### src/include/spi2gpio_params.svh
/*
 * spi to gpio bridge constants
 * byte widths, register address map, dummy byte and port reset values
 */
`ifndef SPI2GPIO_PARAMS_SVH
`define SPI2GPIO_PARAMS_SVH

// spi framing
`define SPI_BYTE_W	8
`define REG_ADDR_W	6
`define SPI_DUMMY	8'h5A

// one gpio port
`define GPIO_W		8

// port base addresses
`define GPA_BASE	6'h00
`define GPB_BASE	6'h04
`define GPC_BASE	6'h08
`define GPZ_BASE	6'h1C

// register offsets inside a port
`define OFS_OE		6'd0
`define OFS_OUT		6'd1
`define OFS_IN		6'd2

// port z comes up with bit 7 driven high
`define GPZ_OE_RST	8'h80
`define GPZ_OUT_RST	8'h80

`endif

### src/rtl/spi2gpio_pkg.sv
/*
 * spi to gpio shared types
 * command view, received byte event, register request and port drive
 */
`include "spi2gpio_params.svh"

package spi2gpio_pkg;

	// command byte layout
	typedef struct packed {
		logic                   wr;
		logic                   rsvd;
		logic [`REG_ADDR_W-1:0] addr;
	} spi_cmd_t;

	// same byte seen as command or as data
	// which view is valid depends on the phase
	typedef union packed {
		spi_cmd_t               cmd;
		logic [`SPI_BYTE_W-1:0] data;
	} spi_byte_u;

	// one received byte
	// done is a single clk strobe
	typedef struct packed {
		logic      done;
		spi_byte_u rx;
	} spi_rx_t;

	// register access from the decoder
	typedef struct packed {
		logic                   wr;
		logic                   rd;
		logic [`REG_ADDR_W-1:0] addr;
		logic [`SPI_BYTE_W-1:0] wdata;
	} reg_req_t;

	// driven side of a port
	typedef struct packed {
		logic [`GPIO_W-1:0] oe;
		logic [`GPIO_W-1:0] out;
	} gpio_port_t;

endpackage

### src/rtl/spi_byte_shifter.sv
/*
 * spi byte shifter
 * samples the spi pins in the clk domain and moves bytes in and out msb first
 */
`include "spi2gpio_params.svh"

module spi_byte_shifter (
	input  logic                   clk,
	input  logic                   rst_n,
	input  logic                   i_spi_sclk,
	input  logic                   i_spi_cs_n,
	input  logic                   i_spi_mosi,
	input  logic [`SPI_BYTE_W-1:0] i_tx_byte,
	input  logic                   i_tx_load,
	output logic                   o_spi_miso,
	output spi2gpio_pkg::spi_rx_t  o_rx
);

	// first sampling stage
	logic sclk_s;
	logic cs_n_s;
	logic mosi_s;
	// delayed copies for edges
	logic sclk_d;
	logic cs_n_d;

	logic sclk_rise;
	logic frame_start;

	// one hot, top bit means byte complete
	logic [`SPI_BYTE_W:0]   bit_cnt;
	logic [`SPI_BYTE_W-1:0] shift_q;

	logic                    done_q;
	spi2gpio_pkg::spi_byte_u rx_byte;

	always_ff @(posedge clk or negedge rst_n) begin
		if (!rst_n) begin
			sclk_s <= 1'b0;
			cs_n_s <= 1'b1;
			mosi_s <= 1'b0;
			sclk_d <= 1'b0;
			cs_n_d <= 1'b1;
		end else begin
			sclk_s <= i_spi_sclk;
			cs_n_s <= i_spi_cs_n;
			mosi_s <= i_spi_mosi;
			sclk_d <= sclk_s;
			cs_n_d <= cs_n_s;
		end
	end

	// rising sclk only counts inside a frame
	assign sclk_rise   = sclk_s & ~sclk_d & ~cs_n_s;
	assign frame_start = cs_n_d & ~cs_n_s;

	always_ff @(posedge clk or negedge rst_n) begin
		if (!rst_n) begin
			bit_cnt <= 1;
		end else if (frame_start || bit_cnt[`SPI_BYTE_W]) begin
			// restart for a new frame or the next byte
			bit_cnt <= 1;
		end else if (sclk_rise) begin
			bit_cnt <= {bit_cnt[`SPI_BYTE_W-1:0], 1'b0};
		end
	end

	// holds dummy out of reset so the first command byte sends it
	always_ff @(posedge clk or negedge rst_n) begin
		if (!rst_n) begin
			shift_q <= `SPI_DUMMY;
		end else if (i_tx_load) begin
			shift_q <= i_tx_byte;
		end else if (sclk_rise) begin
			// mosi in at the bottom, miso leaves from the top
			shift_q <= {shift_q[`SPI_BYTE_W-2:0], mosi_s};
		end
	end

	always_ff @(posedge clk or negedge rst_n) begin
		if (!rst_n) begin
			done_q <= 1'b0;
		end else begin
			done_q <= bit_cnt[`SPI_BYTE_W];
		end
	end

	// byte snapshot taken with the done strobe
	always_ff @(posedge clk) begin
		if (bit_cnt[`SPI_BYTE_W]) begin
			rx_byte.data <= shift_q;
		end
	end

	assign o_rx = '{done: done_q, rx: rx_byte};

	// quiet line while not selected
	assign o_spi_miso = ~cs_n_s & shift_q[`SPI_BYTE_W-1];

endmodule

### src/rtl/spi_cmd_decoder.sv
/*
 * spi command decoder
 * alternates command and data bytes and issues register strobes
 */
`include "spi2gpio_params.svh"

module spi_cmd_decoder (
	input  logic                   clk,
	input  logic                   rst_n,
	input  logic                   i_spi_cs_n,
	input  spi2gpio_pkg::spi_rx_t  i_rx,
	output spi2gpio_pkg::reg_req_t o_req,
	output logic                   o_data_phase
);

	// own copy of chip select for the deselect edge
	logic cs_n_s;
	logic cs_n_d;
	logic cs_rise;

	// 0 command, 1 data
	logic phase_q;

	// pending command
	logic                   pend_wr;
	logic [`REG_ADDR_W-1:0] pend_addr;

	logic                   wr_q;
	logic                   rd_q;
	logic [`REG_ADDR_W-1:0] addr_q;
	logic [`SPI_BYTE_W-1:0] wdata_q;

	always_ff @(posedge clk or negedge rst_n) begin
		if (!rst_n) begin
			cs_n_s <= 1'b1;
			cs_n_d <= 1'b1;
		end else begin
			cs_n_s <= i_spi_cs_n;
			cs_n_d <= cs_n_s;
		end
	end

	assign cs_rise = cs_n_s & ~cs_n_d;

	// deselect wins over a byte
	always_ff @(posedge clk or negedge rst_n) begin
		if (!rst_n) begin
			phase_q <= 1'b0;
		end else if (cs_rise) begin
			phase_q <= 1'b0;
		end else if (i_rx.done) begin
			phase_q <= ~phase_q;
		end
	end

	// strobes, one clk after done
	always_ff @(posedge clk or negedge rst_n) begin
		if (!rst_n) begin
			wr_q    <= 1'b0;
			rd_q    <= 1'b0;
			pend_wr <= 1'b0;
		end else begin
			wr_q <= i_rx.done & phase_q & pend_wr;
			rd_q <= i_rx.done & ~phase_q & ~i_rx.rx.cmd.wr;
			if (i_rx.done && !phase_q) begin
				pend_wr <= i_rx.rx.cmd.wr;
			end
		end
	end

	// address and data payload
	always_ff @(posedge clk) begin
		if (i_rx.done) begin
			if (!phase_q) begin
				pend_addr <= i_rx.rx.cmd.addr;
				addr_q    <= i_rx.rx.cmd.addr;
			end else begin
				addr_q  <= pend_addr;
				wdata_q <= i_rx.rx.data;
			end
		end
	end

	assign o_req        = '{wr: wr_q, rd: rd_q, addr: addr_q, wdata: wdata_q};
	assign o_data_phase = phase_q;

endmodule

### src/rtl/gpio_regfile.sv
/*
 * gpio register file
 * port enable and output registers plus read-back into the transmit byte
 */
`include "spi2gpio_params.svh"

module gpio_regfile (
	input  logic                     clk,
	input  logic                     rst_n,
	input  spi2gpio_pkg::reg_req_t   i_req,
	input  logic                     i_data_phase,
	input  logic [`GPIO_W-1:0]       i_gpa_in,
	input  logic [`GPIO_W-1:0]       i_gpb_in,
	input  logic [`GPIO_W-1:0]       i_gpc_in,
	input  logic [`GPIO_W-1:0]       i_gpz_in,
	output spi2gpio_pkg::gpio_port_t o_gpa,
	output spi2gpio_pkg::gpio_port_t o_gpb,
	output spi2gpio_pkg::gpio_port_t o_gpc,
	output spi2gpio_pkg::gpio_port_t o_gpz,
	output logic [`SPI_BYTE_W-1:0]   o_tx_byte,
	output logic                     o_tx_load
);

	spi2gpio_pkg::gpio_port_t gpa_q;
	spi2gpio_pkg::gpio_port_t gpb_q;
	spi2gpio_pkg::gpio_port_t gpc_q;
	spi2gpio_pkg::gpio_port_t gpz_q;

	// phase history for the end of a data byte
	logic phase_d;
	logic dummy_reload;

	logic [`SPI_BYTE_W-1:0] rd_val;
	logic [`SPI_BYTE_W-1:0] tx_q;
	logic                   load_q;

	// input and unmapped addresses fall to default
	always_ff @(posedge clk or negedge rst_n) begin
		if (!rst_n) begin
			gpa_q <= '0;
			gpb_q <= '0;
			gpc_q <= '0;
			gpz_q <= '{oe: `GPZ_OE_RST, out: `GPZ_OUT_RST};
		end else if (i_req.wr) begin
			case (i_req.addr)
				`GPA_BASE + `OFS_OE:  gpa_q.oe  <= i_req.wdata;
				`GPA_BASE + `OFS_OUT: gpa_q.out <= i_req.wdata;
				`GPB_BASE + `OFS_OE:  gpb_q.oe  <= i_req.wdata;
				`GPB_BASE + `OFS_OUT: gpb_q.out <= i_req.wdata;
				`GPC_BASE + `OFS_OE:  gpc_q.oe  <= i_req.wdata;
				`GPC_BASE + `OFS_OUT: gpc_q.out <= i_req.wdata;
				`GPZ_BASE + `OFS_OE:  gpz_q.oe  <= i_req.wdata;
				`GPZ_BASE + `OFS_OUT: gpz_q.out <= i_req.wdata;
				default: ;
			endcase
		end
	end

	// read mux, input registers show the live pins
	always_comb begin
		case (i_req.addr)
			`GPA_BASE + `OFS_OE:  rd_val = gpa_q.oe;
			`GPA_BASE + `OFS_OUT: rd_val = gpa_q.out;
			`GPA_BASE + `OFS_IN:  rd_val = i_gpa_in;
			`GPB_BASE + `OFS_OE:  rd_val = gpb_q.oe;
			`GPB_BASE + `OFS_OUT: rd_val = gpb_q.out;
			`GPB_BASE + `OFS_IN:  rd_val = i_gpb_in;
			`GPC_BASE + `OFS_OE:  rd_val = gpc_q.oe;
			`GPC_BASE + `OFS_OUT: rd_val = gpc_q.out;
			`GPC_BASE + `OFS_IN:  rd_val = i_gpc_in;
			`GPZ_BASE + `OFS_OE:  rd_val = gpz_q.oe;
			`GPZ_BASE + `OFS_OUT: rd_val = gpz_q.out;
			`GPZ_BASE + `OFS_IN:  rd_val = i_gpz_in;
			default:              rd_val = 8'h00;
		endcase
	end

	always_ff @(posedge clk or negedge rst_n) begin
		if (!rst_n) begin
			phase_d <= 1'b0;
		end else begin
			phase_d <= i_data_phase;
		end
	end

	// data byte done or frame dropped in the data phase
	assign dummy_reload = phase_d & ~i_data_phase;

	// transmit byte and its load strobe
	always_ff @(posedge clk or negedge rst_n) begin
		if (!rst_n) begin
			tx_q   <= `SPI_DUMMY;
			load_q <= 1'b0;
		end else begin
			load_q <= i_req.rd | dummy_reload;
			if (i_req.rd) begin
				tx_q <= rd_val;
			end else if (dummy_reload) begin
				tx_q <= `SPI_DUMMY;
			end
		end
	end

	assign o_gpa     = gpa_q;
	assign o_gpb     = gpb_q;
	assign o_gpc     = gpc_q;
	assign o_gpz     = gpz_q;
	assign o_tx_byte = tx_q;
	assign o_tx_load = load_q;

endmodule

### src/rtl/spi2gpio.sv
/*
 * spi to gpio bridge top
 * byte shifter, command decoder and register file for ports a b c z
 */
`include "spi2gpio_params.svh"

module spi2gpio (
	input  logic                     clk,
	input  logic                     rst_n,
	input  logic                     i_spi_sclk,
	input  logic                     i_spi_cs_n,
	input  logic                     i_spi_mosi,
	output logic                     o_spi_miso,
	input  logic [`GPIO_W-1:0]       i_gpa_in,
	input  logic [`GPIO_W-1:0]       i_gpb_in,
	input  logic [`GPIO_W-1:0]       i_gpc_in,
	input  logic [`GPIO_W-1:0]       i_gpz_in,
	output spi2gpio_pkg::gpio_port_t o_gpa,
	output spi2gpio_pkg::gpio_port_t o_gpb,
	output spi2gpio_pkg::gpio_port_t o_gpc,
	output spi2gpio_pkg::gpio_port_t o_gpz
);

	// shifter to decoder
	spi2gpio_pkg::spi_rx_t  rx;
	// decoder to register file
	spi2gpio_pkg::reg_req_t req;
	logic                   data_phase;
	// register file back to shifter
	logic [`SPI_BYTE_W-1:0] tx_byte;
	logic                   tx_load;

	spi_byte_shifter shifter0 (
		.clk        (clk),
		.rst_n      (rst_n),
		.i_spi_sclk (i_spi_sclk),
		.i_spi_cs_n (i_spi_cs_n),
		.i_spi_mosi (i_spi_mosi),
		.i_tx_byte  (tx_byte),
		.i_tx_load  (tx_load),
		.o_spi_miso (o_spi_miso),
		.o_rx       (rx)
	);

	spi_cmd_decoder decoder0 (
		.clk          (clk),
		.rst_n        (rst_n),
		.i_spi_cs_n   (i_spi_cs_n),
		.i_rx         (rx),
		.o_req        (req),
		.o_data_phase (data_phase)
	);

	gpio_regfile regfile0 (
		.clk          (clk),
		.rst_n        (rst_n),
		.i_req        (req),
		.i_data_phase (data_phase),
		.i_gpa_in     (i_gpa_in),
		.i_gpb_in     (i_gpb_in),
		.i_gpc_in     (i_gpc_in),
		.i_gpz_in     (i_gpz_in),
		.o_gpa        (o_gpa),
		.o_gpb        (o_gpb),
		.o_gpc        (o_gpc),
		.o_gpz        (o_gpz),
		.o_tx_byte    (tx_byte),
		.o_tx_load    (tx_load)
	);

endmodule

### config.mk
export PLATFORM = sky130hd
export DESIGN_NAME = spi2gpio
export DESIGN_NICKNAME = d
export VERILOG_FILES = /design/src/rtl/spi2gpio_pkg.sv /design/src/rtl/spi_byte_shifter.sv /design/src/rtl/spi_cmd_decoder.sv /design/src/rtl/gpio_regfile.sv /design/src/rtl/spi2gpio.sv
export VERILOG_INCLUDE_DIRS = /design/src /design/src/include
export SDC_FILE = /design/constraint.sdc
export NUM_CORES = 1
export LEC_CHECK = 0
export BUFFER_PORTS_ARGS = -buffer_cell sky130_fd_sc_hd__buf_2
export CAP_MARGIN = 20
export CELL_PAD_IN_SITES_DETAIL_PLACEMENT = 0
export CELL_PAD_IN_SITES_GLOBAL_PLACEMENT = 1
export CORE_ASPECT_RATIO = 0.6
export CORE_MARGIN = 2
export CORE_UTILIZATION = 43
export DETAILED_ROUTE_END_ITERATION = 10
export MAX_ROUTING_LAYER = met4
export PLACE_DENSITY_LB_ADDON = 0.05
export SLEW_MARGIN = 10
export SYNTH_ARGS = -nofsm -noshare
export SYNTH_HDL_FRONTEND = slang
export SYNTH_SLANG_ARGS = --single-unit
### constraint.sdc
create_clock -name clk -period 2.2 [get_ports clk]
set_clock_uncertainty 0.1 [all_clocks]
set_input_delay 0.44 -clock clk [delete_from_list [all_inputs] [get_ports clk]]
set_output_delay 0.44 -clock clk [all_outputs]
set_load 0.03 [all_outputs]
==> metrics <==
clk buf depth 2; Worst setup EP type flop; Post-synth EDFFs 22; DRC marker count from the first detailed-route iteration 273; Setup crit start kind flop; post-layout util 0.571; H-tree Lvls 4; Via density 5.60; P&R area growth vs syn 29.1%; Synth top area share 0.410; port buffer count 101; final hold slack 0.0176 ns; endpoints failing setup 0; Clock transition at path regs 0.06 ns; hold path depth 1; post-CTS setup buffers 0; Inserted Clock Buffers 17; number of global-route vias before repair 4057; Internal 4.36 mW; RSZ-0062 raised after global routing no; synthesized net count 443; largest net degree at the start of global routing 45; initial antenna violation count 0; antenna cells 0; drt total wl 16400 um; clk_lat worst skew 0.42 ns; Starting Density 0.442; sequential area share after synthesis 0.597; Hold Startpoint i_spi_cs_n; first-pass GRT wire length 24800 um; Net Sw Power 1.24 mW; worst reg2reg path endpoint regfile0.o_tx_byte[7]$_DFFE_PN0P_; Combinational Power Share 0.034; ys async rst share 0.821; clk sinks 123; max cap viols 0; Distinct cells, synth 56; share of cells above drive strength 1 0.471; launching point of the worst reg2reg path decoder0.pend_addr[0]$_DFFE_PP_; yosys synthesis warning count 0; PwrDens 808 nW/um2; synthesized area 5370 um2; Die Span Y 90.6 um; setup_tns 0 ns; worst-path fanout max 12; WL per Instance 22.6 um; Hold Path Sink decoder0.cs_n_s$_DFF_PN1_; R2R setup slack 0.04 ns; syn avg cell area 13.2 um2; TritonCTS clock tree done; final hold vios 0; CP required 2.42 ns; most frequent cells after synthesis dfrtp_1 (88), mux2_2 (66), nand2_1 (39); DRC Markers 0; gpl congestion 0.873; run status completed; die span in x 148 um; via count 4069; FF+latch count, synth 123; Clock power frac 0.521; Final Critical Period 2.16 ns; Final Cycle Share 0.981; Relative slew margins 0.393; Post-Synthesis Cells 406; post-DP HPWL 12000 um; fin. max-slew vios 0; CP Class flop to flop; R2R depth 6; # rows 31; Worst Tran Pin Value 0.910 ns; All-Layer GR Usage 0.262; Final #Nets 585; number of optimization iterations in the first detailed-route pass 5; P_leak 3.34 nW; core area 12100 um2; Post-DRT Antenna Nets 0; Yosys top cell by area dfrtp_1; final global-route overflow total 0; Die ar. 13400 um2; ys flop type dfrtp_1; Switching Fraction 0.221; CTS root buffer clkbuf_16; Synth area leaders dfrtp_1 (41%), mux2_2 (14%), edfxtp_1 (12%); sequential fraction of design power 0.445; I/O Pins 102; Hold Crit Class input pin to flop; worst vdd ir 0.438 mV; most common cell in the netlist dfrtp_1; CP arrival 2.38 ns; Achievable Freq 463 MHz
power by group through the flow:
| stage | combinational, mW | clock, mW | sequential [mW] |
|---|---|---|---|
| after floorplan | 0.0890 | 0 | 2.51 |
| after global placement | 0.185 | 0 | 2.53 |
| after detailed placement | 0.190 | 0 | 2.53 |
| after CTS | 0.195 | 2.95 | 2.49 |
| after global routing | 0.215 | 3.06 | 2.50 |
| final | 0.190 | 2.92 | 2.50 |
cells by family (layout without fill, tap and decap cells):
family / count (synthesis) / in the layout / synth area share
AOI/OAI and AO/OA: 75 / 75 / 0.0962
xor gates and xnor gates: 2 / 2 / 0.00326
buffers and inverters: 22 / 177 / 0.0186
DFF: 123 / 123 / 0.597
muxes: 92 / 92 / 0.188
and+or+nand+nor: 92 / 92 / 0.0976
layer usage:
| metal | GRT usage | wire length (um) | vias up |
|---|---|---|---|
| met5 | - | 0 | - |
| met3 | 0.0636 | 1180 | 24 |
| met4 | 0.0984 | 306 | 0 |
| met2 | 0.315 | 6400 | 159 |
| li1 | - | - | 1809 |
| met1 | 0.414 | 8500 | 2077 |
what timing repair did:
action,in CTS,in global routing
hold buffers,1,0
endpoints found under the setup margin,0,4
gates resized for setup,0,1
hold endpoints to repair,23,0
cell type report:
type	count	area, um2
inverter	8	30.0
tap	165	206
fill	1057	5200
sequential	123	3200
clock buffer	19	453
timing repair buffer	137	806
multi-input combinational	261	2070
clock inverter	13	165
sequential cells by signal (all words and copies together) (netlist names), 6 cells and up:
register	flops
regfile0.o_gpb	16
decoder0.wdata_q	8
regfile0.o_gpa	16
shifter0.rx_byte	8
regfile0.o_tx_byte	8
regfile0.o_gpz	16
shifter0.shift_q	8
regfile0.o_gpc	16
shifter0.bit_cnt	9
decoder0.pend_addr	6
worst max path at each step:
stage	slack [ns]	from	cells after the start	endpoint
5_1_grt	0.01	decoder0.pend_addr[0]$_DFFE_PP_	5	regfile0.o_tx_byte[0]$_DFFE_PN0P_
2_1_floorplan	0.21	decoder0.pend_addr[4]$_DFFE_PP_	5	regfile0.o_gpa[6]$_DFFE_PN0P_
3_3_place_gp	0.10	decoder0.pend_addr[5]$_DFFE_PP_	4	regfile0.o_tx_byte[3]$_DFFE_PN1P_
3_5_place_dp	0.03	decoder0.pend_addr[5]$_DFFE_PP_	4	regfile0.o_gpa[6]$_DFFE_PN0P_
4_1_cts	0.03	decoder0.pend_addr[5]$_DFFE_PP_	4	regfile0.o_gpa[6]$_DFFE_PN0P_
6_report	0.04	decoder0.pend_addr[0]$_DFFE_PP_	6	regfile0.o_tx_byte[7]$_DFFE_PN0P_
cell usage in the layout, fill, tap and decap left out, types with 2 or more instances in the layout:
master,count
buf_2,100
dfrtp_1,88
mux2_2,66
nand2_1,39
buf_4,34
mux2i_1,25
edfxtp_1,22
clkbuf_16,17
a21oi_1,16
o21ai_0,15
dfstp_2,13
inv_1,8
nor3_1,8
nor2b_1,7
a22oi_1,7
nor2_1,7
a221oi_1,6
nand2_2,5
nor2_4,4
a31oi_1,4
a22o_1,4
a211oi_1,4
a32oi_1,4
clkinvlp_4,4
nand2b_1,3
bufinv_16,3
and2_1,2
and3_1,2
nor3_4,2
nand4_1,2
o311ai_0,2
a2bb2oi_1,2
clkinv_2,2
clkbuf_8,2
inv_6,2
clkinv_4,2
buf_12,2
per-stage QoR:
step	worst slack (ns)	instances	total power, mW	cell area (um2)
floorplan	0.209	406	2.60	5370
global placement	0.100	693	2.71	6300
detailed placement	0.0340	693	2.72	6300
CTS	0.0318	726	5.64	6930
global route	0.0110	726	5.78	6940
finish	0.0412	726	5.60	6940
worst max-delay path, cell delays in order, from the launching register on:
cell and delay, ns:
edfxtp_1 0.49, buf_4 0.25, nor2b_1 0.30, nand2_1 0.30, a211oi_1 0.33, a211oi_1 0.11, a32oi_1 0.19
No activity file was read; power rests on OpenSTA's default activity.
